## src/hdl/qracc_word_mem.sv

```systemverilog
/* Simple dual-port memory, one write port and one registered read port.
   A read of the address being written returns the old entry. */
`default_nettype none

module qracc_word_mem #(
    parameter type entry_t = logic [31:0],
    parameter int  DEPTH   = 16
) (
    input  logic                     clk,
    input  logic                     we_i,
    input  logic [$clog2(DEPTH)-1:0] waddr_i,
    input  logic [$clog2(DEPTH)-1:0] raddr_i,
    input  entry_t                   wdata_i,
    output entry_t                   rdata_o
);

    entry_t mem [DEPTH];

    always_ff @(posedge clk) begin
        if (we_i) begin
            mem[waddr_i] <= wdata_i;
        end
        // Data appears one cycle after the address
        rdata_o <= mem[raddr_i];
    end

endmodule

`default_nettype wire

```

## config.mk

```make
export PLATFORM = sky130hd
export DESIGN_NAME = qracc_word_mem
export DESIGN_NICKNAME = d
export VERILOG_FILES = /design/src/hdl/qracc_word_mem.sv
export SDC_FILE = /design/constraint.sdc
export NUM_CORES = 1
export LEC_CHECK = 0
export BUFFER_PORTS_ARGS = -buffer_cell sky130_fd_sc_hd__buf_2
export CAP_MARGIN = 20
export CORE_ASPECT_RATIO = 0.6
export CORE_MARGIN = 2
export CORE_UTILIZATION = 35
export DETAILED_ROUTE_END_ITERATION = 12
export PLACE_DENSITY = 0.54
export SYNTH_ARGS = -nofsm -noshare
export SYNTH_HDL_FRONTEND = slang
export SYNTH_SLANG_ARGS = --single-unit
export TNS_END_PERCENT = 30
```

## constraint.sdc

```tcl
create_clock -name clk -period 4.4 [get_ports clk]
set_input_delay 0.44 -clock clk [delete_from_list [all_inputs] [get_ports clk]]
set_output_delay 0.44 -clock clk [all_outputs]
set_load 0.02 [all_outputs]
```

==> flow_summary.ini, run 1 <==
[critical_path]
critical_path_arrival_ns = 2.20
cp.required_ns = 4.63
critPathLaunchType = input pin
reg2reg_from = mem[3][5]
ff2ff_path_depth = 3
cpMaxStageDelayCell = nor2_4
crit_buf_inv = 2
worstSetupPathDepth = 4
cp_max_fo = 18
reg2reg_slack_ns = 2.92
worstSetupPathType = in2reg
crit_family = simple AND/OR/NAND/NOR gates
rr_endpoint = rdata_o[5]
slowest_delay_ns = 0.80
path_cells = buf_2, nand3b_1, nor2_4, buf_4
endpoint_kind = flip-flop

[grt]
grt_usage = 0.150
grt_pass1_wl_um = 64800
overflow = 0
grt_util_met1 = 0.239
grt_use_met3 = 0.0303
antenna_found_initial = 1
use_met2 = 0.213
busiest_layer = met1
grt_pass1_vias = 9429
grt_max_degree = 51

[yosys]
syn-instance-count = 838
syn_nets = 880
synth_area_um2 = 19900
ys_seq_area_frac = 0.807
synth_area_per_cell_um2 = 23.7
synth_seq_cells = 544
ys_warn_count = 0
ys_types = 18

[power_and_ir_drop]
leakagePower_nw = 7.28
ir_worst_vdd_v = 0.000268
p_per_area_nw_per_um2 = 467

[placed_design]
pre_cts_slack_ns = 1.82
dp_cells = 1654
place_congestion = 0.705
numPortBuffers = 73
hpwl_um = 24500

[final_layout]
antennaDiodeCount = 0
area_growth_pct = 15.6
mostFrequentLayoutCells = 512 x edfxtp_1, 128 x mux4_2, 71 x buf_2
nNetsFinal = 988
drive_gt1_frac = 0.326
stdcell_count = 1744
postLayoutCoreUtil = 0.410
final_common_cell = edfxtp_1

[timing]
timing.final.max_slew_violations = 0
finalCritPeriodShare = 0.449
finClkSkew_ns = 0.0170
setup_viol = 0
relSlewSlack = 0.249
fin_tns_setup_ns = 0
fin_ws_ns = 2.43
grt_setup_unrepaired = false
finalHoldViolCount = 0
fmax_ghz = 0.507
tightest_slew_ns = 1.13
hold_slack_ns = 0.239
period_minus_slack_ns = 1.97

[clock_tree]
cts_sinks = 544
clkLatencyLatePin_ns = 0.57
clkTransAtPathRegs_ns = 0.07
numCtsBuffers = 49
cts_resized = 0
clock_path_buffers = 3
root_buffer = clkbuf_16
post_cts_buffers = 0
cts_hold_buffers = 0
htreeDepth = 2
cts_tree = done

[drt]
via_per_inst = 5.08
avgRoutedWirePerCell_um = 25.1
drc = 0
routed-via-count = 8854
drtAntennaViolNets = 0
wl_um = 43700
drt_pre_antenna_iters = 5
drtIter0Drc = 786

[die]
start_util = 0.355
core_area_um2 = 55900
die_x_um = 311
die_h_um = 188
die-area_um2 = 58700
ios = 74
row_count = 67

[run_status]
status = finished, final reports clean

[flow_run]
drv_cap = 0

[min_path]
hold_path_class = in2reg
worstHoldEndpoint = mem[7][12]
min_path_cells = 1
min_from = wdata_i[12]
-- Yosys cell counts (all sizes together) --
cell	number	area, µm²
nor2b	2	12.5
a22oi	64	480
clkbuf	17	63.8
nand3b	2	15.0
or3b	1	8.76
and2	1	6.26
nand2b	2	12.5
edfxtp	512	15400
nand3	1	5.00
nor2	13	48.8
mux4	128	2880
buf	26	159
dfxtp	32	641
nor3	4	20.0
nand2	33	124
-- registers in the layout, summed over array words and instances (netlist names) --
register  cells
mem         512
rdata_o      32
-- per-stage QoR --
| stage | cell area (µm²) | total power [mW] |
|---|---|---|
| after floorplan | 19900 | 6.25 |
| after global placement | 21300 | 6.49 |
| after detailed placement | 21300 | 6.50 |
| after CTS | 22900 | 10.8 |
| after global routing | 22900 | 11.1 |
| final | 22900 | 10.7 |
-- routing by layer --
layer | share of wire | routed length, µm
met1 | 0.50 | 22100
met5 | 0.0029 | 126
met4 | 0.015 | 644
met2 | 0.42 | 18500
met3 | 0.055 | 2420
-- logic make-up after synthesis --
kind of cell | after synthesis | share of synthesized area
flops | 544 | 0.807
mux | 128 | 0.145
compound gates | 64 | 0.0242
simple gates | 59 | 0.0127
buf+inv | 43 | 0.0112
-- worst max-delay path by stage --
stage / startpoint / to / slack, ns
after floorplan: waddr_i[2] / mem[0][0] / 0.78
after global placement: waddr_i[2] / mem[3][2] / 1.82
after detailed placement: waddr_i[2] / mem[9][8] / 1.82
after CTS: waddr_i[2] / mem[9][5] / 2.42
after global routing: raddr_i[0] / rdata_o[25] / 2.29
final: waddr_i[2] / mem[9][8] / 2.43
-- power breakdown --
part / total [mW] / internal (mW) / switching, mW
combinational: 0.543 / 0.207 / 0.335
sequential: 5.83 / 5.79 / 0.0375
clock: 4.35 / 2.47 / 1.87
total: 10.7 / 8.47 / 2.25
-- layout make-up --
cell class | instances | area [µm²]
Multi-Input combinational cell | 251 | 3750
Clock buffer | 56 | 1260
Clock inverter | 34 | 345
Sequential cell | 544 | 16000
Tap cell | 759 | 950
Timing Repair Buffer | 100 | 621
Fill cell | 4900 | 33000
No activity file was read; power rests on OpenSTA's default activity.
==> inputs of run 2 (changes only) <==
==> constraint.sdc (replaced) <==
create_clock -name clk -period 1.9 [get_ports clk]
set_input_delay 0.19 -clock clk [delete_from_list [all_inputs] [get_ports clk]]
set_output_delay 0.19 -clock clk [all_outputs]
set_load 0.02 [all_outputs]
==> run 2 against run 1 <==
Total power is 120% higher. Largest cell class unchanged. Wire length rose by 6.5%. Final area increased by 3.2%. Worst setup slack worse by 1.9 ns.
==> flow_summary.ini, run 2 (synthesized netlist as in run 1, its figures left out) <==
[final_layout]
seqCellArea_um2 = 16000
drive_gt1_frac = 0.328
mostFrequentLayoutCells = 512 x edfxtp_1, 128 x mux4_2, 71 x buf_2
final_common_cell = edfxtp_1
largest_register_ffs = 512
fillers = 4845
antennaDiodeCount = 0
reg_top3 = mem: 512 flops, rdata_o: 32 flops
area_growth_pct = 19.3
design_area_um2 = 23700
largest-register = mem
stdcell_count = 1798
nNetsFinal = 1046
multi_input_area_um2 = 3780

[clock_tree]
cts_sinks = 544
htreeDepth = 2
cts_resized = 0
clkTransAtPathRegs_ns = 0.07
clkLatencyLatePin_ns = 0.58
root_buffer = clkbuf_16
clock_path_buffers = 3
cts_tree = done
numCtsBuffers = 47

[grt]
grt_pass1_wl_um = 67800
grt_max_degree = 33
overflow = 0
grt_usage = 0.161
grt_pass1_vias = 9614
antenna_found_initial = 0

[drt]
via_per_inst = 5.16
drc = 0
wl_um = 46600
drt_pre_antenna_iters = 5
drtIter0Drc = 961
avgRoutedWirePerCell_um = 25.9
routed-via-count = 9271
drtAntennaViolNets = 0

[critical_path]
worstSetupPathDepth = 1
critical_path.endpoint = rdata_o[17]
ff2ff_path_depth = 3
cp_max_fo = 1
slowest_delay_ns = 0.43
reg2reg_slack_ns = 0.58
worstSetupPathType = reg2out
critical_path_arrival_ns = 1.21
cp-startpoint = rdata_o[17]
rr_endpoint = rdata_o[19]
reg2reg_from = mem[11][19]
endpoint_kind = output port
cpMaxStageDelayCell = dfxtp_1
cp.required_ns = 1.71
crit_family = flip-flops
path_cells = buf_2
crit_buf_inv = 1
critPathLaunchType = flip-flop

[placed_design]
place_congestion = 0.719
place_area_um2 = 21900
pre_cts_slack_ns = 0.170
hpwl_um = 25200
numPortBuffers = 73
dp_cells = 1682

[die]
die_h_um = 188
core_area_um2 = 55900
start_util = 0.355
die-area_um2 = 58700
ios = 74
row_count = 67
die_x_um = 311

[power_and_ir_drop]
leakagePower_nw = 7.56
internal-power_mw = 19.0
switching_share = 0.211
pwr-share-seq = 0.561
p_per_area_nw_per_um2 = 1020
p_comb_frac = 0.059
power_frac_clock = 0.381
p_switching_mw = 5.09
ir_worst_vdd_v = 0.000694
finalPower_mw = 24.1

[timing]
finalHoldViolCount = 0
grt_setup_unrepaired = false
relSlewSlack = 0.669
period_minus_slack_ns = 1.40
fin_tns_setup_ns = 0
timing.final.max_slew_violations = 0
tightest_slew_ns = 0.496
setup_viol = 0
finClkSkew_ns = 0.0172
fmax_ghz = 0.713
finalCritPeriodShare = 0.738
fin_ws_ns = 0.497

[min_path]
hold_path_class = in2reg

[flow_run]
drv_cap = 0

[run_status]
status = finished, final reports clean
## run 2: metal layers
metal	global-route usage	part of all wire	up-vias
li1	-	-	3906
met1	0.249	0.48	5024
met2	0.239	0.45	285
met3	0.0269	0.059	56
met4	0.0320	0.013	0
met5	0	0	-
## run 2: stage by stage
step | utilization | hold slack (ns)
after floorplan | - | 0.289
after global placement | 0.392 | 0.571
after detailed placement | 0.392 | 0.582
after CTS | 0.423 | 0.149
after global routing | 0.423 | 0.190
final | 0.423 | 0.176
## run 2: worst min path at each step
stage	from	cells after the start	slack [ns]	end
floorplan	wdata_i[0]	0	0.29	mem[0][0]
global placement	wdata_i[28]	1	0.57	mem[4][28]
detailed placement	wdata_i[18]	1	0.58	mem[6][18]
CTS	raddr_i[2]	4	0.15	rdata_o[9]
global route	raddr_i[2]	4	0.19	rdata_o[9]
finish	raddr_i[2]	4	0.18	rdata_o[9]
## run 2: tightest hold or removal path: cells and delay by family
kind	cells	cell delay [ns]
AOI/OAI and AO/OA	1	0.17
and+or+nand+nor	2	0.17
buffers and inverters	1	0.16
## run 2: power groups by stage
stage	sequential, mW	combinational [mW]	clock (mW)
3_5_place_dp	13.8	1.38	0
5_1_grt	13.5	1.52	9.92
3_3_place_gp	13.8	1.37	0
2_1_floorplan	13.8	0.648	0
4_1_cts	13.5	1.44	9.41
6_report	13.5	1.41	9.17
## run 2: what timing repair did
| action | in CTS | in global routing |
|---|---|---|
| buffers inserted | 0 | 0 |
| endpoints found under the hold margin | 512 | 0 |
| hold buffers | 32 | 0 |
## run 2: layout make-up
cell class	instances	share of cell area
timing repair buffer	160	0.0634
clock inverter	16	0.00444
sequential	544	0.676
clock buffer	68	0.0561
multi-input combinational	251	0.160
tap	759	0.0401
