File: src/hdl/qracc_cfg_pkg.sv
/* Layer shape, controller states and size limits. One input channel, four filters,
   stride 1 with no padding; the host keeps the layer shape stable while busy. */
`default_nettype none

package qracc_cfg_pkg;

    ////////////////////////////////////////////////////////////////////////////
    // Size limits
    ////////////////////////////////////////////////////////////////////////////

    localparam int MAX_DIM     = 16;
    localparam int MAX_FILTER  = 4;
    localparam int NUM_FILTERS = 4;

    // Input plus output feature maps share one buffer
    localparam int ACT_DEPTH = 512;
    localparam int ACT_AW    = 9;
    localparam int WGT_DEPTH = 16;
    localparam int SCL_DEPTH = 4;

    // Counter and address widths
    localparam int DIM_CW = $clog2(MAX_DIM);
    localparam int FLT_CW = $clog2(MAX_FILTER);
    localparam int WGT_AW = $clog2(WGT_DEPTH);
    localparam int SCL_AW = $clog2(SCL_DEPTH);

    // 16 taps of byte by signed byte need 21 bits, scaling adds 9 more
    localparam int ACC_W    = 24;
    localparam int SCALED_W = ACC_W + 9;

    ////////////////////////////////////////////////////////////////////////////
    // Layer configuration and controller states
    ////////////////////////////////////////////////////////////////////////////

    typedef struct packed {
        logic [4:0] ifmap_dimx;   // 1 to 16
        logic [4:0] ifmap_dimy;
        logic [2:0] filter_dimx;  // 1 to 4
        logic [2:0] filter_dimy;
    } conv_cfg_t;

    typedef enum logic [2:0] {
        S_IDLE         = 3'd0,
        S_LOAD_WEIGHTS = 3'd1,
        S_LOAD_ACTS    = 3'd2,
        S_LOAD_SCALERS = 3'd3,
        S_COMPUTE      = 3'd4,
        S_READ_ACTS    = 3'd5
    } ctrl_state_t;

endpackage

`default_nettype wire

File: src/hdl/qracc_bus_pkg.sv
/* Host bus structs, buffer word types and the controller to datapath bundle.
   Pixels are unsigned bytes in the low byte of a word, weights are signed bytes. */
`default_nettype none

package qracc_bus_pkg;

    import qracc_cfg_pkg::*;

    ////////////////////////////////////////////////////////////////////////////
    // Host strobe bus
    ////////////////////////////////////////////////////////////////////////////

    typedef struct packed {
        logic        wr;
        logic        rd;
        logic [31:0] wdata;
    } host_req_t;

    typedef struct packed {
        logic [31:0] rdata;
        logic        rvalid;
    } host_rsp_t;

    ////////////////////////////////////////////////////////////////////////////
    // Buffer words
    ////////////////////////////////////////////////////////////////////////////

    // Output words carry filter 0 in the low byte
    typedef logic [31:0] act_word_t;

    typedef logic signed [7:0] wgt_t;
    typedef wgt_t [NUM_FILTERS-1:0] wgt_word_t;

    // Low 12 bits of a host word
    typedef struct packed {
        logic [3:0] shift;
        logic [7:0] scale;
    } scaler_t;

    // One tap as seen by the datapath
    typedef struct packed {
        logic              tap_valid;
        logic              first_tap;
        logic              last_tap;
        logic [ACT_AW-1:0] pixel_addr;  // Output address of this pixel
    } tap_ctrl_t;

endpackage

`default_nettype wire

File: src/hdl/qracc_conv_datapath.sv
/* Four filter accumulators with scale, arithmetic shift and clamp to an unsigned byte.
   Accepts a tap every cycle; a result is registered on the last tap of a pixel. */
`default_nettype none

module qracc_conv_datapath
    import qracc_cfg_pkg::*;
    import qracc_bus_pkg::*;
(
    input  logic              clk,
    input  logic              nrst,
    input  tap_ctrl_t         tap_i,
    input  act_word_t         act_i,
    input  wgt_word_t         wgt_i,
    input  logic              scl_we_i,
    input  logic [SCL_AW-1:0] scl_addr_i,
    input  scaler_t           scl_i,
    output logic              result_valid_o,
    output act_word_t         result_o,
    output logic [ACT_AW-1:0] result_addr_o
);

    // Per-filter output scalers
    scaler_t [NUM_FILTERS-1:0] scl_q;

    logic signed [ACC_W-1:0]    acc_q   [NUM_FILTERS];
    logic signed [ACC_W-1:0]    prod    [NUM_FILTERS];
    logic signed [ACC_W-1:0]    sum     [NUM_FILTERS];
    logic signed [SCALED_W-1:0] scaled  [NUM_FILTERS];
    logic signed [SCALED_W-1:0] shifted [NUM_FILTERS];
    act_word_t                  res_d;

    always_comb begin
        for (int f = 0; f < NUM_FILTERS; f++) begin
            // Unsigned pixel times signed weight
            prod[f] = $signed({1'b0, act_i[7:0]}) * $signed(wgt_i[f]);
            sum[f]  = tap_i.first_tap ? prod[f] : acc_q[f] + prod[f];

            scaled[f]  = sum[f] * $signed({1'b0, scl_q[f].scale});
            shifted[f] = scaled[f] >>> scl_q[f].shift;

            if (shifted[f] < 0) begin
                res_d[8*f +: 8] = 8'd0;
            end else if (shifted[f] > 255) begin
                res_d[8*f +: 8] = 8'hff;
            end else begin
                res_d[8*f +: 8] = shifted[f][7:0];
            end
        end
    end

    always_ff @(posedge clk) begin
        if (scl_we_i) begin
            scl_q[scl_addr_i] <= scl_i;
        end
        if (tap_i.tap_valid) begin
            for (int f = 0; f < NUM_FILTERS; f++) begin
                acc_q[f] <= sum[f];
            end
        end
        if (tap_i.tap_valid && tap_i.last_tap) begin
            result_o      <= res_d;
            result_addr_o <= tap_i.pixel_addr;
        end
    end

    always_ff @(posedge clk or negedge nrst) begin
        if (!nrst) begin
            result_valid_o <= 1'b0;
        end else begin
            result_valid_o <= tap_i.tap_valid && tap_i.last_tap;
        end
    end

endmodule

`default_nettype wire

File: config.mk
export PLATFORM = sky130hd
export DESIGN_NAME = qracc_conv_datapath
export DESIGN_NICKNAME = d
export VERILOG_FILES = /design/src/hdl/qracc_cfg_pkg.sv /design/src/hdl/qracc_bus_pkg.sv /design/src/hdl/qracc_conv_datapath.sv
export SDC_FILE = /design/constraint.sdc
export NUM_CORES = 2
export LEC_CHECK = 0
export ABC_AREA = 1
export BUFFER_PORTS_ARGS = -buffer_cell sky130_fd_sc_hd__buf_2
export CAP_MARGIN = 20
export CORE_UTILIZATION = 40
export CTS_BUF_LIST = sky130_fd_sc_hd__clkbuf_2 sky130_fd_sc_hd__clkbuf_4 sky130_fd_sc_hd__clkbuf_8
export DETAILED_ROUTE_END_ITERATION = 8
export SETUP_SLACK_MARGIN = 0.05
export SYNTH_ARGS = -nofsm -noshare
export SYNTH_HDL_FRONTEND = slang
export SYNTH_SLANG_ARGS = --single-unit
File: constraint.sdc
create_clock -name clk -period 11.8 [get_ports clk]
set_input_delay 0 -clock clk [delete_from_list [all_inputs] [get_ports clk]]
set_output_delay 0 -clock clk [all_outputs]
set_load 0.02 [all_outputs]
==> flow_summary.json <==
{
  "crit_fanout": 14,
  "syn-cell-area_sq_um": 55300,
  "grt-ovfl-total": 0,
  "finalCritPeriodShare": 0.930,
  "ios": 135,
  "design_area_sq_um": 58600,
  "holdCritStartpoint": "wgt_i[0]",
  "viasPerCell": 5.00,
  "numCtsBuffers": 17,
  "rsz0062_at_grt": "false",
  "slew_violations": 0,
  "initial_core_util": 0.403,
  "fin_util": 0.427,
  "cts_buffer_depth": 2,
  "coreArea_sq_um": 137000,
  "grt_pass1_vias": 49500,
  "synth_ff_type": "edfxtp_1",
  "ys_seq_area_frac": 0.101,
  "dieWidth_um": 374,
  "synth_commonest_cells": "nand2_1, inv_1, fa_1",
  "setup_violations": 0,
  "clock-sinks": 186,
  "arrival_ns": 11.39,
  "grt_antenna_before_repair": 21,
  "dieArea_sq_um": 140000,
  "vias": 49100,
  "critPathMostFrequentCell": "nand2_1",
  "grt_max_degree": 81,
  "hold_viol": 0,
  "r2r-start": "acc_q[0][0]",
  "syn_inst": 7968,
  "synth_area_leaders": "fa_1, nand2_1, ha_1",
  "placed_area_sq_um": 57800,
  "grtUsageTotal": 0.217,
  "drive_above_1_share": 0.0476,
  "worstHoldEndpoint": "acc_q[0][0]",
  "hpwl_um": 126000,
  "root_buffer": "clkbuf_8",
  "critPathKind": "primary input to register",
  "critPathRequiredTime_ns": 12.22,
  "startpoint": "act_i[2]",
  "rr_endpoint": "result_o[7]",
  "synth_top_area_share": 0.272,
  "synth_largest_area_cell": "fa_1",
  "syn_avg_cell_area_sq_um": 6.94,
  "ys_types": 67,
  "synth_warnings": 0,
  "cp-start-kind": "primary input",
  "cts_tree": "yes",
  "r2r_slack_ns": 3.48,
  "drtPass1Iterations": 6,
  "worstHoldPathType": "primary input to register",
  "syn_nets": 9357,
  "synth_edf_count": 185,
  "max_freq_ghz": 0.0911,
  "routedWlPerCell_um": 15.0,
  "skew_ns": 0.0245,
  "synthAdderAreaFrac": 0.395,
  "min_path_cells": 5,
  "drtIter0Drc": 2982,
  "end_kind": "register",
  "io_buffers": 110,
  "insertion_delay_ns": 0.66,
  "yosysMostFrequentCell": "nand2_1",
  "ant_nets": 0,
  "synth_xor_area_frac": 0.0154,
  "setup_tns_ns": 0,
  "fin_nets": 9374,
  "synth-simple-area-share": 0.279,
  "async_flop_share": 0.00538,
  "drv_cap": 0,
  "synth_top_family_by_area": "adder cells",
  "tightestPinTransition_ns": 1.04,
  "finalWirelength_um": 147000,
  "die_y_um": 374,
  "ys_ff_latch": 186,
  "syn2layout_area_growth_pct": 5.98,
  "num_rows": 136,
  "reg2regPathDepth": 44,
  "crit_slowest_cell": "fa_1",
  "muxShareOfSynthArea": 0.00145,
  "critPathMaxStageDelay_ns": 0.55,
  "slew_headroom": 0.304,
  "gp_congestion": 0.899,
  "ctsHtreeMaxLevel": 4,
  "clkSlewWorstSetupHoldPaths_ns": 0.11,
  "fin_crit_ns": 10.98,
  "status": "completed",
  "drc_errors": 0,
  "grt_pass1_wl_um": 248000,
  "synth_compound_area_frac": 0.0667
}
layout by cell type (no fill, tap or decap), drive strengths merged, types with 3 or more instances in the layout:
cell | netlist | layout
o21a | 10 | 10
o21ai | 233 | 233
fa | 752 | 752
mux2i | 8 | 8
o21bai | 28 | 28
a31oi | 10 | 10
xnor2 | 25 | 25
nand2 | 2080 | 2080
or2 | 32 | 32
inv | 1828 | 1835
nor4 | 8 | 8
nor2 | 665 | 665
clkbuf | 166 | 23
o221ai | 12 | 12
nor3 | 66 | 66
a21o | 9 | 9
nand4 | 66 | 66
clkinv | 6 | 11
ha | 544 | 544
nand3b | 16 | 16
xor2 | 67 | 67
nand3 | 716 | 716
a21boi | 4 | 4
a31o | 4 | 4
and2 | 17 | 17
a2111oi | 3 | 3
and3 | 3 | 3
dlygate4sd3 | 0 | 39
edfxtp | 185 | 185
diode | 0 | 10
o211ai | 21 | 21
a21oi | 313 | 313
buf | 55 | 174
worst max-delay path by stage:
stage | end | slack [ns]
5_1_grt | result_o[24] | 0.06
4_1_cts | result_o[15] | 0.82
2_1_floorplan | result_o[16] | 1.23
3_5_place_dp | result_o[4] | 0.1
3_3_place_gp | result_o[15] | 0.14
6_report | result_o[10] | 0.82
per-stage QoR:
step,hold WS [ns],std cells,setup WS (ns)
3_3_place_gp,-0.225,9720,0.142
4_1_cts,0.00532,9791,0.815
2_1_floorplan,-0.296,7968,1.23
6_report,0.0755,9802,0.823
5_1_grt,0.0912,9795,0.0575
3_5_place_dp,-0.225,9720,0.0981
cell type report:
type / instances / area (sq um)
diodes: 10 / 25.0
clock buffers: 17 / 234
clock inverters: 15 / 159
fillers: 14400 / 78700
inverters: 1834 / 6880
multi-input cells: 5727 / 42000
flip-flops and latches: 186 / 5580
well taps: 1794 / 2240
repair buffers: 219 / 1500
sequential cells by signal, indices dropped and copies added, names as in the netlist:
signal	count
acc_q	96
result_addr_o	9
result_o	32
scl_q	48
result_valid_o	1
per-layer routing:
metal  up-vias  wire length (um)  GRT usage
li1      24400                 -          -
met3       177              8530     0.0266
met1     23400             67200      0.296
met2      1073             68000      0.361
met5         -                65          0
met4        10              3590     0.0596
critical path, delay by kind of cell:
kind / cells / cell delay, ns
buffers and inverters: 10 / 1.20
XOR/XNOR: 1 / 0.13
AO/OA/AOI/OAI: 9 / 1.41
adder cells (fa/ha/maj): 11 / 4.89
AND/OR/NAND/NOR: 33 / 3.74
logic make-up (layout without fill, tap and decap cells):
group	Yosys count	after routing
other cells	0	10
compound gates	660	660
xor+xnor	92	92
buf+inv	2055	2085
flops	186	186
simple gates	3671	3671
fa+ha+maj	1296	1296
mux	8	8
timing repair:
item	in CTS	in global routing
endpoints found under the setup margin	0	32
setup buffers	0	1
hold buffers	39	0
hold endpoints to repair	118	0
resized for setup	0	17
Power is left out: the tool's default activity adds up to more than one toggle a clock period on the data nets, which glitch-free logic cannot reach.
