File: src/hdl/qracc_cfg_pkg.sv
/* Layer shape, controller states and size limits. One input channel, four filters,
   stride 1 with no padding; the host keeps the layer shape stable while busy. */
`default_nettype none

package qracc_cfg_pkg;

    ////////////////////////////////////////////////////////////////////////////
    // Size limits
    ////////////////////////////////////////////////////////////////////////////

    localparam int MAX_DIM     = 16;
    localparam int MAX_FILTER  = 4;
    localparam int NUM_FILTERS = 4;

    // Input plus output feature maps share one buffer
    localparam int ACT_DEPTH = 512;
    localparam int ACT_AW    = 9;
    localparam int WGT_DEPTH = 16;
    localparam int SCL_DEPTH = 4;

    // Counter and address widths
    localparam int DIM_CW = $clog2(MAX_DIM);
    localparam int FLT_CW = $clog2(MAX_FILTER);
    localparam int WGT_AW = $clog2(WGT_DEPTH);
    localparam int SCL_AW = $clog2(SCL_DEPTH);

    // 16 taps of byte by signed byte need 21 bits, scaling adds 9 more
    localparam int ACC_W    = 24;
    localparam int SCALED_W = ACC_W + 9;

    ////////////////////////////////////////////////////////////////////////////
    // Layer configuration and controller states
    ////////////////////////////////////////////////////////////////////////////

    typedef struct packed {
        logic [4:0] ifmap_dimx;   // 1 to 16
        logic [4:0] ifmap_dimy;
        logic [2:0] filter_dimx;  // 1 to 4
        logic [2:0] filter_dimy;
    } conv_cfg_t;

    typedef enum logic [2:0] {
        S_IDLE         = 3'd0,
        S_LOAD_WEIGHTS = 3'd1,
        S_LOAD_ACTS    = 3'd2,
        S_LOAD_SCALERS = 3'd3,
        S_COMPUTE      = 3'd4,
        S_READ_ACTS    = 3'd5
    } ctrl_state_t;

endpackage

`default_nettype wire

File: src/hdl/qracc_bus_pkg.sv
/* Host bus structs, buffer word types and the controller to datapath bundle.
   Pixels are unsigned bytes in the low byte of a word, weights are signed bytes. */
`default_nettype none

package qracc_bus_pkg;

    import qracc_cfg_pkg::*;

    ////////////////////////////////////////////////////////////////////////////
    // Host strobe bus
    ////////////////////////////////////////////////////////////////////////////

    typedef struct packed {
        logic        wr;
        logic        rd;
        logic [31:0] wdata;
    } host_req_t;

    typedef struct packed {
        logic [31:0] rdata;
        logic        rvalid;
    } host_rsp_t;

    ////////////////////////////////////////////////////////////////////////////
    // Buffer words
    ////////////////////////////////////////////////////////////////////////////

    // Output words carry filter 0 in the low byte
    typedef logic [31:0] act_word_t;

    typedef logic signed [7:0] wgt_t;
    typedef wgt_t [NUM_FILTERS-1:0] wgt_word_t;

    // Low 12 bits of a host word
    typedef struct packed {
        logic [3:0] shift;
        logic [7:0] scale;
    } scaler_t;

    // One tap as seen by the datapath
    typedef struct packed {
        logic              tap_valid;
        logic              first_tap;
        logic              last_tap;
        logic [ACT_AW-1:0] pixel_addr;  // Output address of this pixel
    } tap_ctrl_t;

endpackage

`default_nettype wire

File: src/hdl/qracc_controller.sv
/* Load, compute and readout sequencer for a single-channel direct convolution.
   One tap issues per cycle without stalls; results land in the activation buffer. */
`default_nettype none

module qracc_controller
    import qracc_cfg_pkg::*;
    import qracc_bus_pkg::*;
(
    input  logic              clk,
    input  logic              nrst,
    input  logic              start_i,
    input  conv_cfg_t         cfg_i,
    input  host_req_t         host_i,
    input  logic              result_valid_i,
    input  logic [ACT_AW-1:0] result_addr_i,
    input  act_word_t         result_i,
    output logic              act_we_o,
    output logic [ACT_AW-1:0] act_waddr_o,
    output act_word_t         act_wdata_o,
    output logic [ACT_AW-1:0] act_raddr_o,
    output logic              wgt_we_o,
    output logic [WGT_AW-1:0] wgt_addr_o,
    output logic              scl_we_o,
    output logic [SCL_AW-1:0] scl_addr_o,
    output tap_ctrl_t         tap_o,
    output logic              rvalid_o,
    output logic              busy_o,
    output logic              done_o
);

    ctrl_state_t state_q;
    ctrl_state_t state_d;

    // Layer sizes, all at buffer address width
    logic [ACT_AW-1:0] ifx;
    logic [ACT_AW-1:0] ify;
    logic [ACT_AW-1:0] fdx;
    logic [ACT_AW-1:0] fdy;
    logic [ACT_AW-1:0] ofx;
    logic [ACT_AW-1:0] ofy;
    logic [ACT_AW-1:0] in_size;
    logic [ACT_AW-1:0] out_size;
    logic [ACT_AW-1:0] n_taps;

    // Write pointer in loads, pixel index in compute, read pointer in readout
    logic [ACT_AW-1:0] ptr;
    logic              ptr_step;

    // Convolution window
    logic [FLT_CW-1:0] fx;
    logic [FLT_CW-1:0] fy;
    logic [DIM_CW-1:0] ox;
    logic [DIM_CW-1:0] oy;
    logic [WGT_AW-1:0] tap_idx;
    logic              last_fx;
    logic              last_fy;
    logic              last_ox;
    logic              last_oy;
    logic              all_issued;
    logic              issuing;
    logic [ACT_AW-1:0] tap_raddr;

    // Results issued but not yet written back
    logic [1:0]        pending;
    logic              pix_issued;

    logic              load_wr;
    logic              host_rd;
    logic              last_read;

    assign ifx      = ACT_AW'(cfg_i.ifmap_dimx);
    assign ify      = ACT_AW'(cfg_i.ifmap_dimy);
    assign fdx      = ACT_AW'(cfg_i.filter_dimx);
    assign fdy      = ACT_AW'(cfg_i.filter_dimy);
    assign ofx      = ifx - fdx + 1'b1;
    assign ofy      = ify - fdy + 1'b1;
    assign in_size  = ifx * ify;
    assign out_size = ofx * ofy;
    assign n_taps   = fdx * fdy;

    assign load_wr   = host_i.wr;
    assign host_rd   = (state_q == S_READ_ACTS) && host_i.rd;
    assign last_read = host_rd && (ptr == out_size - 1'b1);

    assign last_fx = ACT_AW'(fx) == fdx - 1'b1;
    assign last_fy = ACT_AW'(fy) == fdy - 1'b1;
    assign last_ox = ACT_AW'(ox) == ofx - 1'b1;
    assign last_oy = ACT_AW'(oy) == ofy - 1'b1;

    assign issuing    = (state_q == S_COMPUTE) && !all_issued;
    assign pix_issued = issuing && last_fx && last_fy;

    // Input pixel under the current tap, row-major
    assign tap_raddr = (ACT_AW'(oy) + ACT_AW'(fy)) * ifx + ACT_AW'(ox) + ACT_AW'(fx);

    ////////////////////////////////////////////////////////////////////////////
    // State machine
    ////////////////////////////////////////////////////////////////////////////

    always_ff @(posedge clk or negedge nrst) begin
        if (!nrst) begin
            state_q <= S_IDLE;
        end else begin
            state_q <= state_d;
        end
    end

    always_comb begin
        state_d = state_q;
        case (state_q)
            S_IDLE: begin
                if (start_i) begin
                    state_d = S_LOAD_WEIGHTS;
                end
            end
            S_LOAD_WEIGHTS: begin
                if (load_wr && ptr == n_taps - 1'b1) begin
                    state_d = S_LOAD_ACTS;
                end
            end
            S_LOAD_ACTS: begin
                if (load_wr && ptr == in_size - 1'b1) begin
                    state_d = S_LOAD_SCALERS;
                end
            end
            S_LOAD_SCALERS: begin
                if (load_wr && ptr == ACT_AW'(NUM_FILTERS - 1)) begin
                    state_d = S_COMPUTE;
                end
            end
            S_COMPUTE: begin
                // Leave only once the final result is in the buffer
                if (all_issued && pending == 2'd0) begin
                    state_d = S_READ_ACTS;
                end
            end
            S_READ_ACTS: begin
                if (last_read) begin
                    state_d = S_IDLE;
                end
            end
            default: state_d = S_IDLE;
        endcase
    end

    always_comb begin
        case (state_q)
            S_LOAD_WEIGHTS, S_LOAD_ACTS, S_LOAD_SCALERS: ptr_step = load_wr;
            S_COMPUTE:                                   ptr_step = pix_issued;
            S_READ_ACTS:                                 ptr_step = host_rd;
            default:                                     ptr_step = 1'b0;
        endcase
    end

    always_ff @(posedge clk or negedge nrst) begin
        if (!nrst) begin
            ptr <= '0;
        end else if (state_d != state_q) begin
            ptr <= '0;
        end else if (ptr_step) begin
            ptr <= ptr + 1'b1;
        end
    end

    ////////////////////////////////////////////////////////////////////////////
    // Window counters, filter column innermost
    ////////////////////////////////////////////////////////////////////////////

    always_ff @(posedge clk or negedge nrst) begin
        if (!nrst) begin
            fx         <= '0;
            fy         <= '0;
            ox         <= '0;
            oy         <= '0;
            tap_idx    <= '0;
            all_issued <= 1'b0;
        end else if (state_q != S_COMPUTE) begin
            fx         <= '0;
            fy         <= '0;
            ox         <= '0;
            oy         <= '0;
            tap_idx    <= '0;
            all_issued <= 1'b0;
        end else if (issuing) begin
            tap_idx <= tap_idx + 1'b1;
            fx      <= fx + 1'b1;
            if (last_fx) begin
                fx <= '0;
                fy <= fy + 1'b1;
                if (last_fy) begin
                    fy      <= '0;
                    tap_idx <= '0;
                    ox      <= ox + 1'b1;
                    if (last_ox) begin
                        ox <= '0;
                        oy <= oy + 1'b1;
                        if (last_oy) begin
                            all_issued <= 1'b1;
                        end
                    end
                end
            end
        end
    end

    always_ff @(posedge clk or negedge nrst) begin
        if (!nrst) begin
            pending <= 2'd0;
        end else begin
            pending <= pending + {1'b0, pix_issued} - {1'b0, result_valid_i};
        end
    end

    // Flags line up with the registered memory reads
    always_ff @(posedge clk or negedge nrst) begin
        if (!nrst) begin
            tap_o <= '0;
        end else begin
            tap_o.tap_valid  <= issuing;
            tap_o.first_tap  <= (fx == '0) && (fy == '0);
            tap_o.last_tap   <= last_fx && last_fy;
            tap_o.pixel_addr <= in_size + ptr;
        end
    end

    ////////////////////////////////////////////////////////////////////////////
    // Memory ports and host status
    ////////////////////////////////////////////////////////////////////////////

    // Write-back never meets a host load, the states differ
    assign act_we_o    = result_valid_i || (state_q == S_LOAD_ACTS && load_wr);
    assign act_waddr_o = result_valid_i ? result_addr_i : ptr;
    assign act_wdata_o = result_valid_i ? result_i : host_i.wdata;
    assign act_raddr_o = (state_q == S_READ_ACTS) ? in_size + ptr : tap_raddr;

    assign wgt_we_o   = (state_q == S_LOAD_WEIGHTS) && load_wr;
    assign wgt_addr_o = (state_q == S_LOAD_WEIGHTS) ? ptr[WGT_AW-1:0] : tap_idx;
    assign scl_we_o   = (state_q == S_LOAD_SCALERS) && load_wr;
    assign scl_addr_o = ptr[SCL_AW-1:0];

    assign busy_o = state_q != S_IDLE;

    always_ff @(posedge clk or negedge nrst) begin
        if (!nrst) begin
            rvalid_o <= 1'b0;
            done_o   <= 1'b0;
        end else begin
            rvalid_o <= host_rd;
            done_o   <= last_read;
        end
    end

endmodule

`default_nettype wire

File: config.mk
export PLATFORM = sky130hd
export DESIGN_NAME = qracc_controller
export DESIGN_NICKNAME = d
export VERILOG_FILES = /design/src/hdl/qracc_cfg_pkg.sv /design/src/hdl/qracc_bus_pkg.sv /design/src/hdl/qracc_controller.sv
export SDC_FILE = /design/constraint.sdc
export NUM_CORES = 1
export LEC_CHECK = 0
export BUFFER_PORTS_ARGS = -buffer_cell sky130_fd_sc_hd__buf_4
export CORE_UTILIZATION = 50
export CTS_CLUSTER_DIAMETER = 120
export DETAILED_ROUTE_END_ITERATION = 7
export PLACE_DENSITY = 0.74
export SLEW_MARGIN = 10
export SYNTH_ARGS = -nofsm -noshare
export SYNTH_HDL_FRONTEND = slang
export SYNTH_SLANG_ARGS = --single-unit
File: constraint.sdc
create_clock -name clk -period 5.5 [get_ports clk]
set_input_delay 0.275 -clock clk [delete_from_list [all_inputs] [get_ports clk]]
set_output_delay 0.275 -clock clk [all_outputs]
set_load 0.005 [all_outputs]
==> impl_metrics.json <==
{
  "area_growth_pct": 32.8,
  "slew-limit-headroom": 0.399,
  "critPathMostFrequentCell": "fa_1",
  "post-route-period-util": 1.00,
  "antenna_found_initial": 0,
  "muxShareOfSynthArea": 0.0702,
  "cts_sinks": 45,
  "critPathSlowestCell": "fa_1",
  "yosys.area_share.simple": 0.186,
  "start_util": 0.512,
  "p_clk_frac": 0.082,
  "synth_top_family_by_area": "adder cells",
  "ys_types": 70,
  "combPwrFrac": 0.797,
  "cp_slowest_stage_delay_ps": 580,
  "crit_buf_inv": 5,
  "swShare": 0.435,
  "layout-drive-gt1-share": 0.336,
  "synthAdderAreaFrac": 0.285,
  "overflow": 0,
  "critPathMaxFanout": 5,
  "clkLatencyLatePin_ps": 290,
  "p_leak_nw": 5.20,
  "dpl_cell_area_mm2": 0.00978,
  "startpoint_type": "primary input",
  "status": "complete, but fails checks",
  "grt_max_degree": 46,
  "rsz0062_at_grt": "yes",
  "post-route-cell-area_mm2": 0.0103,
  "num_io_pins": 169,
  "syn_inst": 910,
  "worst-endpoint-arrival_ps": 5740,
  "fin_ws_ps": -18.3,
  "cellPowerDensity_mw_per_mm2": 423,
  "gp_congestion": 0.910,
  "cts.htree.levels": 2,
  "synthArstFlopShare": 1.00,
  "critical_path_class": "in2reg",
  "drc": 0,
  "finalHoldViolCount": 21,
  "grt_pass1_vias": 7494,
  "routed_wl_um": 23300,
  "cts_root_buf": "clkbuf_16",
  "seq_power_share": 0.121,
  "syn-cell-area_mm2": 0.00779,
  "synth_top_area_frac": 0.159,
  "final_common_cell": "buf_4",
  "track_usage": 0.295,
  "setup_violations": 4,
  "grt_first_pass_wirelength_um": 36900,
  "core_area_mm2": 0.0152,
  "synth_top_area_cell": "ha_1",
  "hpwlAfterDp_um": 18800,
  "nets": 1387,
  "min_path_type": "in2async",
  "port_buffers": 168,
  "cp.required_ps": 5720,
  "synth_compound_area_frac": 0.104,
  "period_minus_slack_ps": 5520,
  "fin_hold_ws_ps": -15.5,
  "syn-num-nets": 1153,
  "tightest_slew_ps": 887,
  "cts_tree": "done",
  "synth_area_per_cell_um2": 8.56,
  "cts_hold_buf": 0,
  "internal_power_mw": 2.47,
  "drv_cap": 0,
  "die_h_um": 127,
  "violations": "negative hold slack, negative setup slack",
  "layout_common_cells": "258 x buf_4, 102 x inv_1, 88 x ha_1",
  "synth_area_leaders": "ha_1 16%, dfrtp_1 14%, fa_1 13%",
  "dr.pass1.iters": 5,
  "ir_worst_vdd_mv": 0.380,
  "timing.final.max_slew_violations": 0,
  "cp-end-kind": "flip-flop",
  "finalSetupTns_ps": -44.4,
  "viasPerCell": 5.45,
  "synth_seq_cells": 45,
  "finalClockSkew_ps": 4.73,
  "path_clk_slew_ps": 70,
  "row_count": 45,
  "switching_power_mw": 1.90,
  "max_freq_mhz": 181,
  "vias": 7268,
  "dieArea_mm2": 0.0161,
  "ys.flop_type": "dfrtp_1",
  "yosysWarnings": 0,
  "crit_family": "adder cells",
  "die_x_um": 127,
  "wl_per_cell_um": 17.5,
  "ant_nets": 0,
  "synth_edf_count": 0,
  "drt_iter0_drc": 414,
  "antennaDiodeCount": 0,
  "yosysSeqAreaShare": 0.145,
  "synthXorXnorAreaFrac": 0.135,
  "clock_path_buffers": 2,
  "numCtsBuffers": 5
}
-- sequential cells by signal, summed over array words and instances, names as in the netlist --
signal      flops
tap_o          12
pending         2
all_issued      1
oy              4
fy              2
tap_idx         4
ox              4
rvalid_o        1
state_q         3
done_o          1
ptr             9
fx              2
-- area by class of cell --
class,count,area [µm²]
Multi-Input combinational cell,715,6380
Fill cell,1245,4860
Timing Repair Buffer,262,1990
Sequential cell,45,1130
Inverter,115,438
Tap cell,188,235
Clock buffer,5,125
Clock inverter,3,50.0
-- metal layers --
metal / routed length, µm / up-vias / global-route usage / share of wire
li1: - / 3486 / - / -
met1: 8950 / 3457 / 0.328 / 0.38
met2: 12000 / 269 / 0.552 / 0.51
met3: 1390 / 56 / 0.0510 / 0.060
met4: 1010 / 0 / 0.123 / 0.043
met5: 0 / - / 0 / 0
-- through the flow --
step                setup WS (ps)  utilization  power, mW  hold slack (ps)  instances
floorplan                    7.13            -       2.71            -20.6        910
global placement             -462        0.643       3.65              323       1306
detailed placement           -572        0.643       3.72              324       1306
CTS                          1.26        0.674       4.36             13.7       1332
global route                 -237        0.680       4.77             34.4       1333
finish                      -18.3        0.680       4.37            -15.5       1333
-- final timing paths --
| kind | startpoint | to | slack (ps) | cells after the start |
|---|---|---|---|---|
| hold / removal | nrst | ox[0]$_DFFE_PN0P_ | -20 | 1 |
| max in group asynchronous | nrst | fx[1]$_DFFE_PN0P_ | 5100 | 1 |
| setup reg to reg | ptr[1]$_DFFE_PN0P_ | ptr[0]$_DFFE_PN0P_ | 2450 | 9 |
| hold reg to reg | pending[0]$_DFF_PN0_ | pending[0]$_DFF_PN0_ | 520 | 1 |
| min in group clk | host_i[32] | rvalid_o$_DFF_PN0_ | 280 | 3 |
| setup / recovery | cfg_i[6] | ptr[0]$_DFFE_PN0P_ | -20 | 25 |
-- cell usage after synthesis (all sizes together), types with 3 or more instances --
master  instances
nor3           15
mux2i           4
and2           52
buf             7
or2             7
o21ai          24
nor3b           4
o21bai          9
xnor3           6
nand2          88
or3             5
nor2b           7
xnor2          69
inv           115
mux2           45
xor2           33
a21oi          48
or4             7
nand4           6
nor4            3
a31oi           3
nand3          14
ha             99
clkbuf         29
nor2           53
dfrtp          45
nand3b          5
and3            7
nand2b          5
o211ai          5
a21o           11
fa             49
a211oi          3
-- timing repair --
item | 4_1_cts | 5_1_grt
gates resized for setup | 35 | 16
pin swaps | 43 | 15
setup endpoints to repair | 12 | 13
setup buffers | 18 | 1
gates cloned | 1 | 0
-- logic make-up (layout without fill, tap and decap cells) --
kind of cell | count (synthesis) | in the layout
buf+inv | 151 | 385
mux | 49 | 49
xor+xnor | 108 | 108
flops | 45 | 45
simple gates | 283 | 284
compound gates | 126 | 126
fa+ha+maj | 148 | 148
-- power by group through the flow --
stage,Combinational [mW],Sequential (mW),Clock (mW)
2_1_floorplan,2.26,0.451,0
5_1_grt,3.86,0.540,0.372
4_1_cts,3.47,0.530,0.362
3_5_place_dp,3.18,0.536,0
3_3_place_gp,3.11,0.537,0
6_report,3.49,0.530,0.359
Note: power is estimated with default switching activity, not from simulation.
